### src/source/cache_cfg.svh
`ifndef CACHE_CFG_SVH
`define CACHE_CFG_SVH

// cpu byte address and instruction word
`define CACHE_ADDR_W 32
`define CACHE_WORD_W 32

// 16 words per line and 16 sets
`define CACHE_OFFSET_W 4
`define CACHE_INDEX_W 4

// whatever is left above index, offset and the two byte bits
`define CACHE_TAG_W (`CACHE_ADDR_W - `CACHE_INDEX_W - `CACHE_OFFSET_W - 2)

`define CACHE_SETS (1 << `CACHE_INDEX_W)
`define CACHE_LINE_WORDS (1 << `CACHE_OFFSET_W)

// one full line per refill
`define CACHE_BURST_BEATS 16
`endif

### src/source/cache_pkg.sv
`default_nettype none

`include "cache_cfg.svh"

package cache_pkg;

	// cpu address fields
	typedef logic [`CACHE_TAG_W-1:0] tag_t;
	typedef logic [`CACHE_INDEX_W-1:0] index_t;
	typedef logic [`CACHE_OFFSET_W-1:0] offset_t;

	// way number and per-way strobes
	typedef logic way_t;
	typedef logic [1:0] way_mask_t;

	// refill sequence
	typedef enum logic [2:0]
	{
		st_idle,
		st_bus_wait,
		st_addr,
		st_data,
		st_settle
	} refill_state_t;

endpackage

`default_nettype wire

### src/source/lru_table.sv
`timescale 1ns/1ns
`default_nettype none

`include "cache_cfg.svh"

module lru_table
(
	input  logic              clk,
	input  logic              rst_n,
	// victim lookup
	input  cache_pkg::index_t read_index,
	output cache_pkg::way_t   lru_way,
	// hit update
	input  logic              update_en,
	input  cache_pkg::index_t update_index,
	input  cache_pkg::way_t   used_way
);

	// one bit per set, naming the way to replace next
	logic [`CACHE_SETS-1:0] lru_q;

	assign lru_way = lru_q[read_index];

	always_ff @(posedge clk)
	begin
		if (!rst_n)
		begin
			lru_q <= '0;
		end
		else if (update_en)
		begin
			// point at the way that was not just used
			lru_q[update_index] <= ~used_way;
		end
	end

endmodule

`default_nettype wire

### config.mk
export PLATFORM = sky130hd
export DESIGN_NAME = lru_table
export DESIGN_NICKNAME = d
export VERILOG_FILES = /design/src/source/cache_pkg.sv /design/src/source/lru_table.sv
export VERILOG_INCLUDE_DIRS = /design/src /design/src/source
export SDC_FILE = /design/constraint.sdc
export NUM_CORES = 1
export LEC_CHECK = 0
export ABC_AREA = 1
export BUFFER_PORTS_ARGS = -buffer_cell sky130_fd_sc_hd__buf_2
export CAP_MARGIN = 20
export CORE_MARGIN = 5
export CORE_UTILIZATION = 40
export CTS_BUF_LIST = sky130_fd_sc_hd__clkbuf_16
export DETAILED_ROUTE_END_ITERATION = 10
export SLEW_MARGIN = 15
export SYNTH_ARGS = -nofsm -noshare
export SYNTH_HDL_FRONTEND = slang
export SYNTH_SLANG_ARGS = --single-unit
### constraint.sdc
create_clock -name clk -period 1.5 [get_ports clk]
set_clock_uncertainty 0.2 [all_clocks]
set_input_delay 0.075 -clock clk [delete_from_list [all_inputs] [get_ports clk]]
set_output_delay 0.075 -clock clk [all_outputs]
set_load 0.1 [all_outputs]
* Word level (Yosys, flattened, before mapping)
Cells that the tools add are included.
** Word-level totals
- Output and inout port bits :: 1
- Word-level logic and storage cells :: 11
- Flip-flop bits (word level) :: 16
** Operators by class
- Bitwise operators :: 1
- Reduce and logical (&&, ||, !) cells :: 1
- Order comparisons :: 3
- Mux-type cells :: 5
** Operator list (count)
- $bwmux 16 :: 1
- $lt 4x5->1 const B :: 2
- $bmux 1 s4 :: 1
- $demux 1 s4 :: 1
- $ge 4x1->1 const B :: 1
- $mux 1 :: 2
- $logic_and 1x1->1 :: 1
- $not 1->1 :: 1

* Longest topological paths before layout
- Depth in word-level cells :: 5
- Depth in mapped cells :: 8
- Depth with buffers taken out :: 7

* Worst setup path after synthesis
Ideal clock, no wire load.
- Path kind :: register to output
- Start point :: reg lru_q[9]
- End point :: out lru_way
- Stages on the path, launching flop included :: 7
- Arrival time :: 1.230 ns
- Required time :: 1.225 ns
- Slack :: -0.005 ns
- Cells stage by stage :: dfxtp_1 > inv_1 > nand2_1 > nand3_1 > nand3_1 > nand3_1 > nand2_1
** On the way
- Cells in the longest elaborated chain, start to end :: 2
** RTL lines
- from (decl) :: line lru_table.sv:20 : logic [`CACHE_SETS-1:0] lru_q;
- from (signal, indexed assignment) :: line lru_table.sv:33 : lru_q[update_index] <= ~used_way;
- $bmux 1 s4 :: line lru_table.sv:22 : assign lru_way = lru_q[read_index];
- $mux 1 (implied by the code) :: line lru_table.sv:22
- to (decl) :: line lru_table.sv:12 : output cache_pkg::way_t lru_way,
No other way between the ends. The select of a mux whose other input is x is not followed.

* Worst setup path in the final report
- Start point :: in used_way
- End point :: reg lru_q[12]
** On the way
- Cells in the longest elaborated chain, start to end :: 2
** RTL lines
- from (decl) :: line lru_table.sv:16 : input cache_pkg::way_t used_way
- $not 1->1 :: line lru_table.sv:33
- $bwmux 16 :: line lru_table.sv:33
No other way between the ends.
A chain may end at the register's enable or synchronous reset.

==> results.txt <==
Drc violations: 0
Clock-pin slew on the worst setup and hold paths: 0.05 ns
Unique masters post-synth: 12
RSZ-0062 raised after global routing: yes
Post-synthesis mux area share: 0
MaxCap Viol Count: 0
Core area: 2002 sq um
Worst-skew pair later-pin latency: 0.24 ns
Clock tree buffer depth: 2
Switching Share: 0.2375
Seq pwr share: 0.397
Clock share of power: 0.458
Drt total wl: 2.030 mm
DIE HEIGHT: 56.29 um
Routed WL per cell: 11.22 um
Post-Synth Simple-Gate Area: 0.3051
Average cell area after synthesis: 6.302 sq um
#FFs+latches synth: 16
Final instance area: 1137 sq um
Num ports: 13
DR vias: 868
Tmin final: 1.464 ns
Antenna violations before repair: 0
First-pass GRT wire length: 3.553 mm
Outcome: complete, but fails checks
Die Span X: 56.29 um
Synth Warn #: 0
Congestion Overflow GR: 0
Clock Sinks: 16
Root Driver: clkbuf_16
Biggest regs: lru_q x16
Post-placement setup slack: 0.3009 ns
Crit Path Category: in2reg
Pin count of the biggest net entering global routing: 10
Arr. time, crit path: 1.45 ns
Static Leak: 0.4896 nW
Power Internal: 840.1 uW
Final Hold Vio Count: 2
Post-synthesis sequential area ratio: 0.3737
Dpl cell area: 958.4 sq um
Req. time, crit path: 1.48 ns
Total negative slack: 0 ns
Post-synthesis adder-cell area fraction: 0
Max FFs per register: 16
DP HPWL: 1.526 mm
IO Port Bufs: 12
Post-Syn Area: 857.1 sq um
Cells after Synth: 136
CP Launch Type: input pin
Post-route clock period utilization: 0.9761
Syn nets: 148
Max VDD drop: 0.7421 mV
Initial core utilization: 0.4281
Pwr dens: 968.7 nW/um^2
Biggest register: lru_q
CTS tree: done
Combinational power share: 0.145
ANT nets after route: 0
Compound-gate portion of the synthesized area: 0.1869
Crit Path Max Fanout: 8
Synth-to-Final Area Change: 32.70%
NetSw: 261.7 uW
DRT Pass-1 Iters: 4
Fill cells: 212
Initial drt markers: 17
Worst-margin pin slew: 0.2419 ns
Global placer's final weighted congestion: 0.7852
Nets: 168
Maximum clock rate: 683.0 MHz
DIE AREA: 3169 sq um
Num CTS Buffers: 3
Failing checks: hold timing
Final worst slack: 0.03582 ns
Largest family of logic cells by synthesized area: simple AND/OR/NAND/NOR gates
H-tree depth: 1
Xor and xnor fraction of the mapped netlist area: 0
Slew Limit Fails: 0
GRT Total Usage: 0.1454
Row cnt: 16
Vias in the first global route: 841
Fin Hold WS: -0.007043 ns
Min-Delay Path Class: in2reg
Vias per inst: 4.796
Final setup vio count: 0
Share of cells above drive strength 1: 0.2727
Max_slew headroom: 0.8377
Antenna Cells: 0
CP Capture Type: register
## stage by stage
step	total power, mW	instances	util	hold WS [ns]
3_5_place_dp	0.5847	173	0.4788	0.1863
6_report	1.102	181	0.5681	-0.007043
4_1_cts	1.097	182	0.5463	0.01754
2_1_floorplan	0.5340	136	-	0.01337
3_3_place_gp	0.5833	173	0.4788	0.1757
5_1_grt	1.149	181	0.5681	0.02441
## final timing paths
path | startpoint | to | slack [ns] | cells after the start
max | used_way | lru_q[12] | 0.04 | 4
min reg2reg | lru_q[15] | lru_q[15] | 0.27 | 2
max reg2reg | lru_q[12] | lru_q[12] | 0.11 | 3
min | update_index[2] | lru_q[3] | -0.007 | 4
## per-layer routing
metal / global-route usage / vias to the layer above / routed length [um] / part of all wire
li1: - / 471 / - / -
met1: 0.1797 / 376 / 958 / 0.47
met2: 0.2304 / 16 / 933 / 0.46
met3: 0.04128 / 5 / 100 / 0.049
met4: 0.07119 / 0 / 38 / 0.019
met5: 0 / - / 0 / 0
## layout make-up
type | count | area [sq um] | area share
multi-input cells | 90 | 464.2 | 0.4081
flip-flops and latches | 16 | 331.6 | 0.2915
repair buffers | 17 | 127.6 | 0.1122
inverters | 28 | 105.1 | 0.09241
clock buffers | 3 | 75.07 | 0.06601
well taps | 27 | 33.78 | 0.02970
## worst max-delay path, stage by stage
cell and delay, ns:
dlygate4sd3_1 0.54, buf_4 0.17, a21oi_1 0.11, dlygate4sd3_1 0.55
## logic make-up (layout without fill, tap and decap cells)
family                 Yosys count  after routing
and+or+nand+nor                 58             58
AOI/OAI and AO/OA               32             32
DFF                             16             16
buffers and inverters           30             48
## cells in the final DEF (no fill, tap or decap)
cell type      Yosys  routed
nor2_4             0       2
clkinv_1           2       2
nor2_1             5       4
clkbuf_16          0       3
nand3_2            0       4
o21ai_1            1       1
nand3_1           23      19
dlygate4sd3_1      0       5
inv_2              2       3
dfxtp_2            0       9
nand2_2            0       4
buf_4              0       1
o21ai_0           15      15
nor2_2             6       5
buf_2              2      10
buf_12             0       1
dfxtp_1           16       7
a21oi_1           16      16
inv_1             24      23
nand2_1           24      20
## synth_stat cells
| library cell | number | area, sq um |
|---|---|---|
| buf_2 | 2 | 10.01 |
| nand2_1 | 24 | 90.09 |
| o21ai_1 | 1 | 5.000 |
| nor2_2 | 6 | 37.54 |
| dfxtp_1 | 16 | 320.3 |
| inv_2 | 2 | 7.510 |
| a21oi_1 | 16 | 80.08 |
| o21ai_0 | 15 | 75.07 |
| nor2_1 | 5 | 18.77 |
| nand3_1 | 23 | 115.1 |
| inv_1 | 24 | 90.09 |
| clkinv_1 | 2 | 7.510 |
## power by group through the flow
stage	Combinational [mW]	Clock (mW)	Sequential (mW)
after global placement	0.138	0	0.445
final	0.160	0.505	0.437
after global routing	0.175	0.536	0.438
after floorplan	0.0903	0	0.444
after detailed placement	0.140	0	0.445
after CTS	0.151	0.509	0.437
## what timing repair did
item | in CTS | in global routing
setup buffers | 0 | 0
endpoints found under the hold margin | 14 | 0
setup endpoints to repair | 0 | 8
hold buffers | 6 | 0
gates resized for setup | 0 | 22
Power figures use the tool's default switching activity.
