### src/source/cache_cfg.svh
`ifndef CACHE_CFG_SVH
`define CACHE_CFG_SVH

// cpu byte address and instruction word
`define CACHE_ADDR_W 32
`define CACHE_WORD_W 32

// 16 words per line and 16 sets
`define CACHE_OFFSET_W 4
`define CACHE_INDEX_W 4

// whatever is left above index, offset and the two byte bits
`define CACHE_TAG_W (`CACHE_ADDR_W - `CACHE_INDEX_W - `CACHE_OFFSET_W - 2)

`define CACHE_SETS (1 << `CACHE_INDEX_W)
`define CACHE_LINE_WORDS (1 << `CACHE_OFFSET_W)

// one full line per refill
`define CACHE_BURST_BEATS 16
`endif

### src/source/bus_pkg.sv
`default_nettype none

`include "cache_cfg.svh"

package bus_pkg;

	typedef logic [`CACHE_WORD_W-1:0] word_t;
	typedef logic [`CACHE_ADDR_W-1:0] addr_t;

	// beat number within a burst
	typedef logic [$clog2(`CACHE_BURST_BEATS)-1:0] beat_count_t;

endpackage

`default_nettype wire

### src/source/cache_pkg.sv
`default_nettype none

`include "cache_cfg.svh"

package cache_pkg;

	// cpu address fields
	typedef logic [`CACHE_TAG_W-1:0] tag_t;
	typedef logic [`CACHE_INDEX_W-1:0] index_t;
	typedef logic [`CACHE_OFFSET_W-1:0] offset_t;

	// way number and per-way strobes
	typedef logic way_t;
	typedef logic [1:0] way_mask_t;

	// refill sequence
	typedef enum logic [2:0]
	{
		st_idle,
		st_bus_wait,
		st_addr,
		st_data,
		st_settle
	} refill_state_t;

endpackage

`default_nettype wire

### src/source/refill_fsm.sv
`timescale 1ns/1ns
`default_nettype none

`include "cache_cfg.svh"

module refill_fsm
(
	input  logic                 clk,
	input  logic                 rst_n,
	// miss from the lookup
	input  logic                 miss,
	input  cache_pkg::tag_t      miss_tag,
	input  cache_pkg::index_t    miss_index,
	input  cache_pkg::way_t      victim_way,
	output logic                 refill_busy,
	// bus arbitration
	output logic                 bus_req,
	input  logic                 bus_grant,
	// read address channel
	output logic                 arvalid,
	output bus_pkg::addr_t       araddr,
	input  logic                 arready,
	// read data channel
	input  bus_pkg::word_t       rdata,
	input  logic                 rvalid,
	output logic                 rready,
	// way fill
	output cache_pkg::way_mask_t fill_we,
	output cache_pkg::index_t    fill_index,
	output cache_pkg::offset_t   fill_offset,
	output bus_pkg::word_t       fill_data,
	output cache_pkg::way_mask_t fill_done,
	output cache_pkg::tag_t      fill_tag
);

	cache_pkg::refill_state_t state_q;
	cache_pkg::tag_t tag_q;
	cache_pkg::index_t index_q;
	cache_pkg::way_t victim_q;
	bus_pkg::beat_count_t beat_q;
	cache_pkg::way_mask_t victim_mask;
	logic beat;
	logic last_beat;

	assign refill_busy = (state_q != cache_pkg::st_idle);

	// line aligned burst address
	assign araddr = {tag_q, index_q, {`CACHE_OFFSET_W{1'b0}}, 2'b00};

	assign beat = (state_q == cache_pkg::st_data) && rvalid;
	assign last_beat = beat && (beat_q == bus_pkg::beat_count_t'(`CACHE_BURST_BEATS - 1));

	assign victim_mask = {victim_q, ~victim_q};
	assign fill_we = beat ? victim_mask : 2'b00;
	assign fill_done = last_beat ? victim_mask : 2'b00;
	assign fill_index = index_q;
	assign fill_offset = cache_pkg::offset_t'(beat_q);
	assign fill_data = rdata;
	assign fill_tag = tag_q;

	always_ff @(posedge clk)
	begin
		if (!rst_n)
		begin
			state_q <= cache_pkg::st_idle;
			bus_req <= 1'b0;
			arvalid <= 1'b0;
			rready <= 1'b0;
		end
		else
		begin
			case (state_q)
				cache_pkg::st_idle:
				begin
					if (miss)
					begin
						bus_req <= 1'b1;
						state_q <= cache_pkg::st_bus_wait;
					end
				end
				cache_pkg::st_bus_wait:
				begin
					if (bus_grant)
					begin
						arvalid <= 1'b1;
						state_q <= cache_pkg::st_addr;
					end
				end
				cache_pkg::st_addr:
				begin
					// address taken, open the data channel
					if (arready)
					begin
						arvalid <= 1'b0;
						rready <= 1'b1;
						state_q <= cache_pkg::st_data;
					end
				end
				cache_pkg::st_data:
				begin
					if (last_beat)
					begin
						rready <= 1'b0;
						bus_req <= 1'b0;
						state_q <= cache_pkg::st_settle;
					end
				end
				cache_pkg::st_settle:
				begin
					state_q <= cache_pkg::st_idle;
				end
				default:
				begin
					state_q <= cache_pkg::st_idle;
				end
			endcase
		end
	end

	// miss line and victim held for the whole refill
	always_ff @(posedge clk)
	begin
		if ((state_q == cache_pkg::st_idle) && miss)
		begin
			tag_q <= miss_tag;
			index_q <= miss_index;
			victim_q <= victim_way;
		end
	end

	always_ff @(posedge clk)
	begin
		if (state_q == cache_pkg::st_addr)
		begin
			beat_q <= '0;
		end
		else if (beat)
		begin
			beat_q <= beat_q + 1'b1;
		end
	end

endmodule

`default_nettype wire

### config.mk
export PLATFORM = sky130hd
export DESIGN_NAME = refill_fsm
export DESIGN_NICKNAME = d
export VERILOG_FILES = /design/src/source/bus_pkg.sv /design/src/source/cache_pkg.sv /design/src/source/refill_fsm.sv
export VERILOG_INCLUDE_DIRS = /design/src /design/src/source
export SDC_FILE = /design/constraint.sdc
export NUM_CORES = 1
export LEC_CHECK = 0
export ABC_CLOCK_PERIOD_IN_PS = 3950
export CORE_AREA = 2 2 64 66
export CTS_BUF_LIST = sky130_fd_sc_hd__clkbuf_16
export DETAILED_ROUTE_END_ITERATION = 7
export DIE_AREA = 0 0 66 68
export DONT_BUFFER_PORTS = 1
export PLACE_DENSITY = 0.67
export SYNTH_ARGS = -nofsm -noshare
export SYNTH_HDL_FRONTEND = slang
export SYNTH_SLANG_ARGS = --single-unit
### constraint.sdc
create_clock -name clk -period 3.95 [get_ports clk]
set_input_delay 0.79 -clock clk [delete_from_list [all_inputs] [get_ports clk]]
set_output_delay 0.79 -clock clk [all_outputs]
set_load 0.005 [all_outputs]
; ---- Word-level counts from Yosys, hierarchy flattened
; Cells that the tools add are included.
[word_totals]
input_bits = 65
out_inout_bits = 102
word_cells = 45
regBits = 37
[op_classes]
n_eq_ne = 8
bitwise = 1
reduce_logical = 12
n_addsub = 1
muxes = 15
[op_table]
columns = cell, n
row1 = $mux W3, 4
row2 = $pmux W3 S4, 1
row3 = $reduce_and A3 Y1, 3
row4 = $ne A2 B2 Y1 const B, 4
row5 = $eq A3 B2 Y1 const B, 2
row6 = $pmux W1 S2, 3
row7 = $reduce_bool A2 Y1, 3
row8 = $mux W1, 5
row9 = $add A4 B1 Y4 const B, 1
row10 = $eq A4 B4 Y1 const B, 1
row11 = $mux W2, 2
row12 = $reduce_and A4 Y1, 1
row13 = $eq A3 B1 Y1 const B, 1
row14 = $logic_and A1 B1 Y1, 3
row15 = $logic_not A3 Y1, 1
row16 = $reduce_bool A3 Y1, 1
row17 = $not A1 Y1, 1

; ---- Depth between registers and ports, before layout
[logic_depth]
word_depth = 5
depth_mapped = 4
mapped_depth_nobuf = 4

; ---- Worst setup path after synthesis
; OpenSTA, ideal clock, no wires.
[synth_path]
path_type = input -> output
startpoint = input rvalid
endpoint = output fill_done[0]
cell_stages = 3
arrival_time_ns = 1.317
slack_ns = 1.843
t_required_ns = 3.160
path_buffers = 1
path_cell_list = nand4b_1 > buf_2 > nor3_1
[synth_between]
elab_chain_cells = 3
[synth_rtl]
columns = element, line_no
row1 = "start, declared", refill_fsm.sv:25  ; input logic rvalid,
row2 = $logic_and A1 B1 Y1, refill_fsm.sv:50  ; assign beat = (state_q == cache_pkg::st_data) && rvalid;
row3 = $logic_and A1 B1 Y1, refill_fsm.sv:51  ; assign last_beat = beat && (beat_q == bus_pkg::beat_count_t'(`CACHE_BURST_BEATS - 1));
row4 = $mux W2, refill_fsm.sv:55  ; assign fill_done = last_beat ? victim_mask : 2'b00;
row5 = "end, declared", refill_fsm.sv:32  ; output cache_pkg::way_mask_t fill_done,
; No other way between the ends.

; ---- Worst setup path in the final report
; Same ends and word-level chain as after synthesis.

==> run_results.csv <==
group,metric,value,unit
setup_path,critPathMaxStageDelay,0.40,ns
timing,setup_violations,0,
setup_path,crit_cells,2,
power,vdd_drop_max,0.000264,V
route,drtIter0Drc,37,
setup_path,crit_type,"primary input to primary output",
cts,cts_hold_buf,0,
timing,relSlewSlack,22.9,%
timing,hold_viol,0,
flow_run,drv_cap,0,
logic_synthesis,ys_seq_area_share,57.0,%
route,met1Wirelength,924,um
timing,fmax,0.420,GHz
global_route,first_global_vias,762,
route,routed_wl,2870,um
finish,post-route-util,40.4,%
global_route,overflow,0,
finish,fillers,375,
setup_path,crit_buf_inv,0,
setup_path,r2r_end,"fill_tag[2]$_DFFE_PP_",
logic_synthesis,syn-cell-area,1770,um^2
setup_path,cp-start-kind,"primary input",
floorplan,initial_utilization,46.0,%
route,wl_met3,410,um
route,viasPerCell,5.23,
setup_path,crit_slowest_cell,"nand4b_1",
placement,port_buffers,0,
route,first_pass_iters,4,
route,highest_layer,"met4",
cts,htree_levels,2,
setup_path,path_cells,"nand4b_1 -> nor3_1",
logic_synthesis,synth_cells,145,
finish,fin_cells,143,
power,leakage,0.000575,uW
setup_path,critPathCapture,"fill_done[0]",
cts,cts_sinks,37,
setup_path,endpoint_kind,"primary output",
floorplan,core_area,3860,um^2
finish,area_growth,-12.1,%
global_route,grt_usage,12.3,%
timing,fin_worst_skew,0.00344,ns
timing,tightestPinTransition,1.16,ns
logic_synthesis,synthArstFlopShare,0,%
hold_path,min_path_type,"flip-flop to flip-flop",
power,p_total,1010,uW
cts,clockBufferDepth,2,
cts,post_cts_buffers,0,
timing,tns,0,ns
floorplan,die-area,4490,um^2
floorplan,core.rowCount,23,
global_route,grt_pass1_wl,3850,um
cts,cts_buffers,5,
setup_path,cp_data_required_time,3.16,ns
placement,hpwl,2270,um
cts,path_clk_slew,0.05,ns
route,ant_nets,0,
global_route,grt_antenna_before_repair,0,
logic_synthesis,synth_cell_type_count,28,
cts,cts_tree,"built",
logic_synthesis,synth_edf_count,27,
placement,routabilityCongestion,0.743,
setup_path,worstSetupStartpoint,"rvalid",
finish,drive_above_1_share,9.68,%
logic_synthesis,syn_area_per_cell,12.2,um^2
cts,clk_latency,0.27,ns
setup_path,rr_startpoint,"state_q[1]$_SDFFE_PN0P_",
timing,grt_setup_unrepaired,"no",
floorplan,io_pins,167,
timing,hold_slack,0.518,ns
timing,period_share,60.3,%
cts,clock-root-buffer,"clkbuf_16",
outcome,outcome,"complete, no violations",
setup_path,r2r_slack,1.93,ns
route,drc,0,
power,power.density,648,nW/um^2
route,wl_per_cell,20.1,um
setup_path,cp_max_fo,12,
global_route,grt_max_degree,28,
timing,slew_violations,0,
floorplan,die_w,66,um
placement,dp_cells,135,
logic_synthesis,yosys_warnings,0,
finish,layout.nets,158,
floorplan,dieHeight,68,um
timing,fin_crit,2.38,ns
logic_synthesis,synth_seq_cells,37,
route,wl_met2,1480,um
route,num_vias,748,
logic_synthesis,synth_ff_type,"edfxtp_1",
finish,diodes,0,
setup_path,path_delay_family,"simple AND/OR/NAND/NOR gates",
cts,cts-resized-gates,0,
setup_path,rr_worst_depth,2,
setup_path,crit_arrival,1.59,ns
## how the worst min path moves through the flow
stage	startpoint	endpoint	depth (start not counted)
global route	arvalid$_SDFFE_PN0P_	arvalid$_SDFFE_PN0P_	1
finish	bus_req$_SDFFE_PN0P_	bus_req$_SDFFE_PN0P_	2
floorplan	bus_req$_SDFFE_PN0P_	bus_req$_SDFFE_PN0P_	2
CTS	bus_req$_SDFFE_PN0P_	bus_req$_SDFFE_PN0P_	2
detailed placement	bus_req$_SDFFE_PN0P_	bus_req$_SDFFE_PN0P_	2
global placement	rready$_SDFFE_PN0P_	rready$_SDFFE_PN0P_	2
## power breakdown
group	internal, uW	total (uW)	leakage [uW]	switching [uW]
clock	360	498	0.0000938	138
sequential	452	480	0.000339	27.8
combinational	11.6	32.9	0.000142	21.3
## metrics by stage
stage | cell area, um^2 | worst slack (ns)
floorplan | 1790 | 1.84
global placement | 1370 | 1.58
detailed placement | 1370 | 1.54
CTS | 1560 | 1.54
global route | 1560 | 1.41
finish | 1560 | 1.57
## cell families (layout without fill, tap and decap cells)
family	count (synthesis)	in the layout	synth area share (%)
flip-flops	37	37	57.0
adder cells (fa/ha/maj)	1	1	0.706
multiplexers	2	2	2.05
AO/OA/AOI/OAI	10	10	3.67
AND/OR/NAND/NOR	22	22	7.20
XOR/XNOR	1	1	0.494
other	1	6	0.212
buffers and inverters	71	14	28.7
## per-layer routing
layer	vias up	GRT usage (%)
li1	315	-
met4	0	6.12
met2	82	20.1
met3	10	9.38
met1	341	11.3
met5	-	0
## synthesized netlist by cell type (2+ instances only)
master / count / share of area, %
inv_1: 6 / 1.3
nand3_1: 2 / 0.56
o21ai_0: 2 / 0.56
edfxtp_1: 27 / 46
a21oi_1: 3 / 0.85
nor2_1: 6 / 1.3
o211ai_1: 2 / 0.85
buf_4: 64 / 27
nor3_1: 4 / 1.1
o31ai_1: 2 / 0.85
dfxtp_1: 10 / 11
## layout by cell type, fill, tap and decap left out, types with 2 or more instances in the layout
| cell type | instances |
|---|---|
| edfxtp_1 | 27 |
| o211ai_1 | 2 |
| nand3_1 | 2 |
| dfxtp_1 | 10 |
| bufinv_16 | 2 |
| clkbuf_16 | 5 |
| inv_1 | 6 |
| nor2_1 | 6 |
| o21ai_0 | 2 |
| a21oi_1 | 3 |
| nor3_1 | 4 |
| o31ai_1 | 2 |
| conb_1 | 6 |
## registers in the layout (all words and copies together), names as in the netlist
register	flops
fill_tag	22
victim_q	1
fill_index	4
rready	1
state_q	3
bus_req	1
arvalid	1
fill_offset	4
## layout make-up
class,count,area (um^2),share of cell area (%)
flip-flops and latches,37,1010,64.8
multi-input cells,42,273,17.5
clock buffers,5,125,8.03
clock inverters,3,65.1,4.17
well taps,50,62.6,4.01
inverters,6,22.5,1.44
## worst min-delay path: cells and delay by family (launching register included)
family / cells / cell delay [ns]
AO/OA/AOI/OAI: 1 / 0.05
flip-flops: 1 / 0.35
AND/OR/NAND/NOR: 1 / 0.08
Note: power is estimated with default switching activity, not from simulation.
