### src/source/cache_cfg.svh
`ifndef CACHE_CFG_SVH
`define CACHE_CFG_SVH

// cpu byte address and instruction word
`define CACHE_ADDR_W 32
`define CACHE_WORD_W 32

// 16 words per line and 16 sets
`define CACHE_OFFSET_W 4
`define CACHE_INDEX_W 4

// whatever is left above index, offset and the two byte bits
`define CACHE_TAG_W (`CACHE_ADDR_W - `CACHE_INDEX_W - `CACHE_OFFSET_W - 2)

`define CACHE_SETS (1 << `CACHE_INDEX_W)
`define CACHE_LINE_WORDS (1 << `CACHE_OFFSET_W)

// one full line per refill
`define CACHE_BURST_BEATS 16
`endif

### src/source/bus_pkg.sv
`default_nettype none

`include "cache_cfg.svh"

package bus_pkg;

	typedef logic [`CACHE_WORD_W-1:0] word_t;
	typedef logic [`CACHE_ADDR_W-1:0] addr_t;

	// beat number within a burst
	typedef logic [$clog2(`CACHE_BURST_BEATS)-1:0] beat_count_t;

endpackage

`default_nettype wire

### src/source/cache_pkg.sv
`default_nettype none

`include "cache_cfg.svh"

package cache_pkg;

	// cpu address fields
	typedef logic [`CACHE_TAG_W-1:0] tag_t;
	typedef logic [`CACHE_INDEX_W-1:0] index_t;
	typedef logic [`CACHE_OFFSET_W-1:0] offset_t;

	// way number and per-way strobes
	typedef logic way_t;
	typedef logic [1:0] way_mask_t;

	// refill sequence
	typedef enum logic [2:0]
	{
		st_idle,
		st_bus_wait,
		st_addr,
		st_data,
		st_settle
	} refill_state_t;

endpackage

`default_nettype wire

### src/source/hit_select.sv
`timescale 1ns/1ns
`default_nettype none

module hit_select
(
	input  logic              clk,
	input  logic              rst_n,
	// current lookup
	input  logic              cpu_re,
	input  cache_pkg::tag_t   lookup_tag,
	input  cache_pkg::index_t lookup_index,
	// both ways at the lookup index
	input  cache_pkg::tag_t   way0_tag,
	input  cache_pkg::tag_t   way1_tag,
	input  logic              way0_valid,
	input  logic              way1_valid,
	input  bus_pkg::word_t    way0_word,
	input  bus_pkg::word_t    way1_word,
	input  cache_pkg::way_t   lru_way,
	input  logic              refill_busy,
	// to refill
	output logic              miss,
	output cache_pkg::way_t   victim_way,
	// to cpu
	output logic              cpu_stall,
	output bus_pkg::word_t    cpu_rdata,
	// to lru table
	output logic              update_en,
	output cache_pkg::way_t   used_way
);

	logic way0_hit;
	logic way1_hit;
	logic accept;
	logic repeat_hit;
	logic last_valid_q;
	cache_pkg::index_t last_index_q;
	cache_pkg::way_t sel_way_q;

	assign way0_hit = way0_valid && (way0_tag == lookup_tag);
	assign way1_hit = way1_valid && (way1_tag == lookup_tag);

	assign miss = cpu_re && !(way0_hit || way1_hit);
	assign cpu_stall = miss || refill_busy;
	assign accept = cpu_re && !cpu_stall;

	assign used_way = way1_hit;

	// straight-line fetch in one line needs no new lru write
	assign repeat_hit = last_valid_q && (last_index_q == lookup_index) && (sel_way_q == used_way);
	assign update_en = accept && !repeat_hit;

	// empty way first, then the lru choice
	assign victim_way = !way0_valid ? 1'b0 : (!way1_valid ? 1'b1 : lru_way);

	assign cpu_rdata = sel_way_q ? way1_word : way0_word;

	always_ff @(posedge clk)
	begin
		if (!rst_n)
		begin
			last_valid_q <= 1'b0;
		end
		else if (accept)
		begin
			last_valid_q <= 1'b1;
		end
	end

	always_ff @(posedge clk)
	begin
		if (accept)
		begin
			sel_way_q <= used_way;
			last_index_q <= lookup_index;
		end
	end

endmodule

`default_nettype wire

### config.mk
export PLATFORM = sky130hd
export DESIGN_NAME = hit_select
export DESIGN_NICKNAME = d
export VERILOG_FILES = /design/src/source/bus_pkg.sv /design/src/source/cache_pkg.sv /design/src/source/hit_select.sv
export VERILOG_INCLUDE_DIRS = /design/src /design/src/source
export SDC_FILE = /design/constraint.sdc
export NUM_CORES = 1
export LEC_CHECK = 0
export ABC_AREA = 1
export BUFFER_PORTS_ARGS = -buffer_cell sky130_fd_sc_hd__buf_4
export CAP_MARGIN = 30
export CORE_MARGIN = 2
export CORE_UTILIZATION = 31
export CTS_CLUSTER_DIAMETER = 200
export DETAILED_ROUTE_END_ITERATION = 8
export PLACE_DENSITY = 0.78
export SYNTH_ARGS = -nofsm -noshare
export SYNTH_HDL_FRONTEND = slang
export SYNTH_SLANG_ARGS = --single-unit
### constraint.sdc
create_clock -name clk -period 1.5 [get_ports clk]
set_input_delay 0.3 -clock clk [delete_from_list [all_inputs] [get_ports clk]]
set_output_delay 0.3 -clock clk [all_outputs]
set_load 0.03 [all_outputs]
Word level (Yosys, flattened, before mapping) --
Cells that the tools add are included.
Word-level totals: flip-flop bits (word level) 6, word-level logic and storage cells 22, output and inout bits 37
Operators by class: multiplexer cells 3, reduce and logical (&&, ||, !) cells 12, equal/unequal tests 4
Operator list (number):
- $eq 22x22->1 | 2
- $mux 32 | 1
- $logic_and 1x1->1 | 7
- $eq 4x4->1 | 1
- $logic_not 1->1 | 3
- $logic_or 1x1->1 | 2
- $mux 1 | 2
- $eq 1x1->1 | 1

Logic depth before layout (Yosys ltp) --
Gate-level depths: netlist of run 1.
depth in word-level cells 9, gate-level depth with buffers 10, gate-level depth less buffers 10

Worst setup path before layout of run 1 --
No wires, ideal clock.
path type input -> output, start input port lookup_tag[12], end output port update_en, path buffers 0, arrival time 1.395 ns, required time 1.200 ns, slack -0.195 ns, stages on the path 10, cell sequence inv_1 -> nand2_1 -> nand2_1 -> nor2_1 -> nand2_2 -> nor2_4 -> nand3_2 -> nand3_2 -> nand3_2 -> nor2_1
On the way: word-level cells in the longest chain between the ends 9
Ends and longest elaborated chain:
- start, declared | RTL line hit_select.sv:10 | input cache_pkg::tag_t lookup_tag,
- $eq 22x22->1 (on tied branches) | RTL line hit_select.sv:40, hit_select.sv:41
- $logic_and 1x1->1 (on tied branches) | RTL line hit_select.sv:40, hit_select.sv:41
- $logic_or 1x1->1 | RTL line hit_select.sv:43 | assign miss = cpu_re && !(way0_hit || way1_hit);
- $logic_not 1->1 | RTL line hit_select.sv:43
- $logic_and 1x1->1 | RTL line hit_select.sv:43
- $logic_or 1x1->1 | RTL line hit_select.sv:44 | assign cpu_stall = miss || refill_busy;
- $logic_not 1->1 | RTL line hit_select.sv:45 | assign accept = cpu_re && !cpu_stall;
- $logic_and 1x1->1 | RTL line hit_select.sv:45
- $logic_and 1x1->1 (*) | RTL line hit_select.sv:51 | assign update_en = accept && !repeat_hit;
- end, declared | RTL line hit_select.sv:28 | output logic update_en,
Every way passes the cells marked *; elsewhere a longest branch is shown, timed or not.

Worst setup path after layout of run 1 --
start register last_index_q[0], end output port update_en
On the way: word-level cells in the longest chain between the ends 5
Ends and longest elaborated chain:
- start, declared | RTL line hit_select.sv:37 | cache_pkg::index_t last_index_q;
- start signal, assigned | RTL line hit_select.sv:75 | last_index_q <= lookup_index;
- $eq 4x4->1 | RTL line hit_select.sv:50 | assign repeat_hit = last_valid_q && (last_index_q == lookup_index) && (sel_way_q == used_way);
- $logic_and 1x1->1 (2 in series) | RTL line hit_select.sv:50
- $logic_not 1->1 | RTL line hit_select.sv:51
- $logic_and 1x1->1 | RTL line hit_select.sv:51
Every way passes these cells.

==> impl_metrics.yaml, run 1 <==
worst_setup_path:
  arrival_ns: 1.53
  worstSetupPathType: "flip-flop to output port"
  cp-end-kind: "output port"
  cp-start-kind: "flip-flop"
  critPathMaxFanout: 1
  crit_required_ns: 1.20
timing:
  fin_skew_ns: 0
  hold_violations: 0
  post-route-period-util_pct: 122
  finalMaxSlewViolations: 0
  relSlewSlack_pct: 86.1
  min_period_ns: 1.83
  fin_ws_ns: -0.325
  rsz0062_at_grt: "true"
  worstMarginPinSlew_ns: 0.206
  clock.fmax_mhz: 548
  finalSetupTns_ns: -7.89
  setup_viol: 36
clock_network:
  clock_path_buffers: 2
  cts-buffers-inserted: 3
  clk_pin_slew_worst_paths_ns: 0.04
  cts_tree: "done"
  cts_root_buffer: "clkbuf_8"
  cts_hold_buf: 0
  clock_latency_ns: 0.22
  clock_sinks: 6
  htreeDepth: 1
layout:
  nFillCells: 403
  fin_cells: 534
  multi_input_area_um2: 1270
  layout_common_cells: "buf_4, nand2_1, inv_1"
  antennaDiodeCount: 0
  final_common_cell: "buf_4"
  regArea_um2: 170
  drive_above_1_share_pct: 54.0
  area_growth_pct: 124
  fin_nets: 609
routing:
  wl_per_cell_um: 15.1
  drt_iter0_drc: 46
  drtAntennaViolNets: 0
  avgViaCountPerCell: 4.52
  firstDrtPassIters: 5
  wl_um: 8060
  drt_drc_violations_left: 0
  vias: 2414
yosys:
  avgSynthCellArea_um2: 5.57
  syn_inst: 276
  ys_ff_latch: 6
  ys_seq_area_share_pct: 11.1
  yosys_warnings: 0
  syn_area_um2: 1540
  ys_top_cells_by_area: "nand2_1, mux2_2, inv_1, edfxtp_1, nor2_1"
  synth_nets: 417
  yosysTopAreaCellShare_pct: 27.6
  synth_top_cell_by_area: "nand2_1"
  yosysUniqueCellTypes: 22
placed_design:
  hpwl_um: 6160
  dp.cells: 524
  gp_congestion: 0.806
  portBuffers: 177
  place_ws_ns: -0.275
run:
  drv_cap: 0
global_routing:
  grt_pass1_wl_um: 10600
  gr-total-overflow: 0
  grt_pass1_vias: 2383
  grt_start_max_net_pins: 10
  grt_usage_pct: 25.2
  antenna_found_initial: 0
power:
  power_frac_seq_pct: 13.3
  leakagePower_nw: 2.10
  power_w: 0.00146
  p_per_area_nw_per_um2: 425
  vdd_drop_max_mv: 0.358
  pwr-share-clk_pct: 17.2
  pwr-share-comb_pct: 69.5
  switching_share_pct: 36.3
  p_sw_w: 0.000531
  p_int_w: 0.000932
min_path:
  hold_path.class: "primary input to flip-flop"
run_status:
  status: "finished with violations"
  violations: "setup timing"
die:
  rows: 25
  io_pins: 178
  core_um2: 4750
  dieWidth_um: 74.4
  die_area_um2: 5540
  die_y_um: 74.4
  start_util_pct: 32.3
-- sequential cells by signal (all words and copies together), names as in the netlist --
register      flops
last_index_q      4
last_valid_q      1
sel_way_q         1
-- layout make-up --
cell class | count | area share, %
sequential | 6 | 4.95
tap | 67 | 2.44
multi-input combinational | 202 | 36.9
inverter | 64 | 7.05
clock buffer | 4 | 1.31
timing repair buffer | 191 | 47.3
-- per-layer routing --
layer  global-route usage (%)  part of all wire (%)  vias up  wire, um
met1                     23.8                    33     1070      2620
met4                     8.33                   3.4        0       274
met3                     8.27                    10       26       804
met5                        0                     0        -         0
met2                     50.2                    54      122      4360
li1                         -                     -     1196         -
-- worst max-delay path: stages, from the launching register on --
cell	delay (ns)
edfxtp_1	0.39
xor2_1	0.17
nor4_2	0.26
o21ai_1	0.11
a21oi_2	0.18
nor2_4	0.06
buf_6	0.13
-- cell families (layout without fill, tap and decap cells) --
family / after synthesis / count (layout) / synth area share [%]
AO/OA/AOI/OAI: 9 / 9 / 3.34
buffers and inverters: 68 / 259 / 16.9
flip-flops: 6 / 6 / 11.1
AND/OR/NAND/NOR: 152 / 152 / 40.1
multiplexers: 32 / 32 / 23.5
XOR/XNOR: 9 / 9 / 5.13
-- timing repair --
item,4_1_cts,5_1_grt
resized for setup,55,36
setup endpoints to repair,41,41
pin swaps,8,2
setup buffers,5,1
cloned,3,1
-- metrics by stage --
stage               hold WS (ns)  cell area (um2)  util, %
detailed placement         0.498             3020     63.6
global placement           0.498             3020     63.6
CTS                        0.269             3390     71.2
finish                     0.273             3440     72.4
floorplan                  0.399             1540        -
global route               0.267             3440     72.4
-- power by group through the flow --
stage | combinational [W] | clock, W | sequential (W)
after global routing | 0.00109 | 0.000271 | 0.000195
after floorplan | 0.000396 | 0 | 0.000194
after detailed placement | 0.000872 | 0 | 0.000196
after CTS | 0.000976 | 0.000256 | 0.000193
final | 0.00102 | 0.000251 | 0.000195
after global placement | 0.000859 | 0 | 0.000196
-- worst paths after layout --
kind	startpoint	slack, ns	cells after the start	end
setup / recovery	last_index_q[0]$_DFFE_PP_	-0.33	6	update_en
hold / removal	lookup_index[1]	0.27	1	last_index_q[1]$_DFFE_PP_
setup reg to reg	last_valid_q$_SDFFE_PN0P_	0.74	3	last_valid_q$_SDFFE_PN0P_
hold reg to reg	last_valid_q$_SDFFE_PN0P_	0.62	3	last_valid_q$_SDFFE_PN0P_
-- synthesized netlist by cell type --
library cell / instances
mux2_2: 32
nor2_2: 4
nor2_4: 1
a21oi_2: 1
a21oi_1: 1
dfxtp_1: 1
edfxtp_1: 5
nor4_1: 1
xnor2_1: 7
clkbuf_1: 1
inv_2: 6
inv_1: 58
nor2_1: 25
o21ai_0: 4
nand3_1: 4
o21ai_1: 2
xor2_1: 2
a21boi_0: 1
nand3_2: 3
buf_2: 3
nand2_2: 1
nand2_1: 113
Note: power is estimated with default switching activity, not from simulation.
==> run 2: changes to the inputs <==
CELL_PAD_IN_SITES_DETAIL_PLACEMENT = 0   (was not set)
CELL_PAD_IN_SITES_GLOBAL_PLACEMENT = 2   (was not set)
CORE_UTILIZATION = 12   (was 31)
PLACE_DENSITY = not set   (was 0.78)
PLACE_DENSITY_LB_ADDON = 0.1   (was not set)
==> impl_metrics.yaml, run 2 (synthesis results as in run 1) <==
global_routing:
  grt_busiest_layer: "met2"
  grt_pass1_vias: 2261
  grt_use_met3_pct: 3.04
  grt_usage_pct: 10.7
  met1_usage_pct: 10.8
  gr-total-overflow: 0
  met2_usage_pct: 21.3
  grt_pass1_wl_um: 11000
  grt_start_max_net_pins: 9
  antenna_found_initial: 0
run:
  drv_cap: 0
timing:
  setup_viol: 41
  post-route-period-util_pct: 120
  relSlewSlack_pct: 83.6
  clock.fmax_mhz: 556
  rsz0062_at_grt: "true"
  fin_skew_ns: 0
  finalMaxSlewViolations: 0
  hold_violations: 0
  fin_ws_ns: -0.298
  min_period_ns: 1.80
  fin_hold_ws_ns: 0.260
  worstMarginPinSlew_ns: 0.245
die:
  core_um2: 12600
  rows: 41
  io_pins: 178
  start_util_pct: 12.2
  die_y_um: 117
  die_area_um2: 13700
  dieWidth_um: 117
worst_setup_path:
  worstSetupPathType: "flip-flop to output port"
  cp_top_family: "flip-flops"
  crit_required_ns: 1.20
  slowest_delay_ns: 0.37
  crit_buf_inv: 1
  cp-start-kind: "flip-flop"
  cp-end-kind: "output port"
  slowest_stage: "edfxtp_1"
  critPathMaxFanout: 1
  arrival_ns: 1.50
  crit_chain: "xor2_1 -> nor4_4 -> o21ai_2 -> a21oi_2 -> nor2_4 -> buf_6"
min_path:
  hold_path.class: "primary input to flip-flop"
layout:
  layout_common_cells: "buf_4, nand2_1, inv_1"
  antennaDiodeCount: 0
  final_common_cell: "buf_4"
  drive_above_1_share_pct: 55.2
  area_growth_pct: 132
  largest_reg_flops: 4
  fin_nets: 609
  top_register: "last_index_q"
  final_area_um2: 3560
  nFillCells: 1413
  reg.largest.list: "last_index_q x4, last_valid_q x1, sel_way_q x1"
routing:
  wl_um: 7720
  drt_drc_violations_left: 0
  firstDrtPassIters: 3
  drt_iter0_drc: 43
  drtAntennaViolNets: 0
  vias: 2221
  avgViaCountPerCell: 3.48
  wl_per_cell_um: 12.1
clock_network:
  cts_tree: "done"
  cts_root_buffer: "clkbuf_16"
  clk_pin_slew_worst_paths_ns: 0.04
  cts-buffers-inserted: 3
  clock_path_buffers: 2
  clock_sinks: 6
  htreeDepth: 1
  clock_latency_ns: 0.23
placed_design:
  hpwl_um: 6530
  gp_congestion: 0.725
  portBuffers: 177
  post_dp_cell_area_um2: 3130
run_status:
  status: "finished with violations"
  violations: "setup timing"
power:
  p_per_area_nw_per_um2: 457
  vdd_drop_max_mv: 0.210
  leakagePower_nw: 2.00
==> run 2: final cells by class <==
cell class	count	area, um2	area share (%)
repair buffers	191	1660	46.7
inverters	64	243	6.82
flip-flops and latches	6	170	4.78
clock buffers	4	78.8	2.22
well taps	172	215	6.05
multi-input cells	202	1190	33.5
==> run 2: through the flow <==
stage	TNS, ns	setup slack, ns	util, %	total power [W]	cells
3_3_place_gp	-2.85	-0.380	24.9	0.00107	628
4_1_cts	-7.05	-0.336	27.9	0.00163	638
5_1_grt	-9.82	-0.410	28.3	0.00174	639
6_report	-6.82	-0.298	28.3	0.00163	639
3_5_place_dp	-2.84	-0.358	24.9	0.00107	628
2_1_floorplan	0	0.00703	-	0.000591	276
==> run 2: final timing paths <==
| check | start | endpoint | slack (ns) | cells past startpoint |
|---|---|---|---|---|
| max | last_index_q[0]$_DFFE_PP_ | update_en | -0.30 | 6 |
| min | lookup_index[3] | last_index_q[3]$_DFFE_PP_ | 0.26 | 1 |
| max reg2reg | last_valid_q$_SDFFE_PN0P_ | last_valid_q$_SDFFE_PN0P_ | 0.83 | 3 |
| min reg2reg | last_valid_q$_SDFFE_PN0P_ | last_valid_q$_SDFFE_PN0P_ | 0.60 | 3 |
==> run 2: what timing repair did <==
action / in CTS / in global routing
cloned: 3 / 0
endpoints found under the setup margin: 41 / 42
pin swaps: 11 / 9
setup buffers: 3 / 1
endpoints found under the hold margin: 0 / 0
hold buffers: 0 / 0
gates resized for setup: 56 / 14
==> run 2: per-layer routing <==
metal,part of all wire (%),vias to the layer above
met3,11,6
met5,0,-
met2,53,108
met4,0.89,0
li1,-,1200
met1,35,907
==> run 2: where the power goes <==
group	total, W	switching, W	internal, W
combinational	0.000972	0.000433	0.000539
clock	0.000461	0.000107	0.000354
sequential	0.000193	0.00000355	0.000190
==> run 3: changes to the inputs <==
BUFFER_PORTS_ARGS = not set   (was -buffer_cell sky130_fd_sc_hd__buf_4)
CORE_UTILIZATION = 23   (was 12)
DONT_BUFFER_PORTS = 1   (was not set)
==> impl_metrics.yaml, run 3 (synthesis results as in run 1) <==
run_status:
  status: "finished with violations"
  violations: "DRC, setup timing"
global_routing:
  grt_usage_pct: 13.0
  grt_start_max_net_pins: 7
  antenna_found_initial: 0
  grt_pass1_wl_um: 7680
  grt_pass1_vias: 1639
  gr-total-overflow: 0
min_path:
  hold_path.class: "primary input to flip-flop"
  hp-start: "lookup_index[2]"
placed_design:
  post_dp_cell_area_um2: 1690
  gp_congestion: 0.719
  hpwl_um: 4440
  portBuffers: 0
layout:
  reg.largest.list: "last_index_q x4, last_valid_q x1, sel_way_q x1"
  top_register: "last_index_q"
  area_growth_pct: 37.9
  fin_nets: 433
  layout_common_cells: "nand2_1, inv_1, mux2_4"
  antennaDiodeCount: 0
  nFillCells: 721
  final_common_cell: "nand2_1"
  largest_reg_flops: 4
  final_area_um2: 2120
  drive_above_1_share_pct: 34.0
worst_setup_path:
  worstRegToRegCells: 2
  cp-start-kind: "flip-flop"
  cp-end-kind: "output port"
  slowest_delay_ns: 0.45
  arrival_ns: 1.42
  rr_startpoint: "last_valid_q$_SDFFE_PN0P_"
  crit_required_ns: 1.20
  r2r_slack_ns: 0.95
  crit_chain: "buf_6 -> buf_4 -> o21ai_1 -> a21oi_2 -> nor2_4"
  slowest_stage: "edfxtp_1"
  r2r_end: "last_valid_q$_SDFFE_PN0P_"
  critPathMaxFanout: 3
  crit_end: "update_en"
  worstSetupPathType: "flip-flop to output port"
  crit_start: "sel_way_q$_DFFE_PP_"
power:
  vdd_drop_max_mv: 0.177
  power_w: 0.000998
  leakagePower_nw: 1.24
  p_per_area_nw_per_um2: 471
routing:
  drt_drc_violations_left: 15
  firstDrtPassIters: 8
  avgViaCountPerCell: 4.45
  drt_iter0_drc: 58
  vias: 1636
  wl_per_cell_um: 14.0
  wl_um: 5130
  drtAntennaViolNets: 0
timing:
  clock.fmax_mhz: 583
  hold_violations: 0
  fin_hold_ws_ns: 0.169
  finalMaxSlewViolations: 0
  post-route-period-util_pct: 114
  min_period_ns: 1.72
  relSlewSlack_pct: 84.4
  finalSetupTns_ns: -4.41
  setup_viol: 33
  fin_ws_ns: -0.216
  fin_skew_ns: 0
  rsz0062_at_grt: "true"
  worstMarginPinSlew_ns: 0.233
clock_network:
  clock_latency_ns: 0.22
  cts_root_buffer: "clkbuf_8"
  clk_pin_slew_worst_paths_ns: 0.04
  htreeDepth: 1
  cts_hold_buf: 0
  clock_sinks: 6
  cts_tree: "done"
  clock_path_buffers: 2
  cts-buffers-inserted: 3
die:
  rows: 29
  die_y_um: 85.7
  dieWidth_um: 85.7
  start_util_pct: 23.9
  die_area_um2: 7350
  core_um2: 6420
  io_pins: 178
run:
  drv_cap: 0
## run 3: what timing repair did
item / CTS / global route
buffers inserted: 5 / 0
gates cloned: 4 / 0
gates resized for setup: 48 / 37
endpoints found under the setup margin: 36 / 41
hold endpoints to repair: 0 / 0
pin swaps: 4 / 26
## run 3: stage by stage
step	cells	setup WS [ns]	utilization, %
after floorplan	276	0.00703	-
after global placement	355	-0.194	26.3
after detailed placement	355	-0.201	26.3
after CTS	368	-0.257	31.5
after global routing	368	-0.296	33.0
final	368	-0.216	33.0
## run 3: critical path: cells and delay by family (launching register included)
kind / cells / cell delay [ns]
buffers and inverters: 2 / 0.31
flip-flops: 1 / 0.45
AO/OA/AOI/OAI: 2 / 0.22
AND/OR/NAND/NOR: 1 / 0.20
## run 3: power breakdown
| part | leakage, nW | total, W | internal, W | switching (W) |
|---|---|---|---|---|
| clock | 0.0228 | 0.000257 | 0.000183 | 0.0000740 |
| sequential | 0.0525 | 0.000194 | 0.000190 | 0.00000379 |
| combinational | 1.16 | 0.000547 | 0.000232 | 0.000315 |
| total | 1.24 | 0.000998 | 0.000605 | 0.000393 |
## run 3: final cells by class
cell class                 instances  area [um2]  share of cell area (%)
sequential                         6         170                    8.03
clock buffer                       4        45.0                    2.13
inverter                          64         255                    12.0
multi-input combinational        202        1330                    62.9
timing repair buffer              15         220                    10.4
tap                               77        96.3                    4.55
## run 3: how the worst min path moves through the flow
stage | to | depth (start not counted)
global route | last_index_q[2]$_DFFE_PP_ | 0
floorplan | last_index_q[0]$_DFFE_PP_ | 0
detailed placement | last_index_q[0]$_DFFE_PP_ | 0
CTS | last_index_q[0]$_DFFE_PP_ | 0
global placement | last_index_q[0]$_DFFE_PP_ | 0
finish | last_index_q[2]$_DFFE_PP_ | 0
## run 3: layer usage
metal | global-route usage [%] | up-vias | wire [um]
met3 | 4.04 | 2 | 532
li1 | - | 850 | -
met2 | 25.3 | 94 | 2730
met1 | 14.3 | 690 | 1870
met5 | 0 | - | 0
met4 | 0.866 | 0 | 0
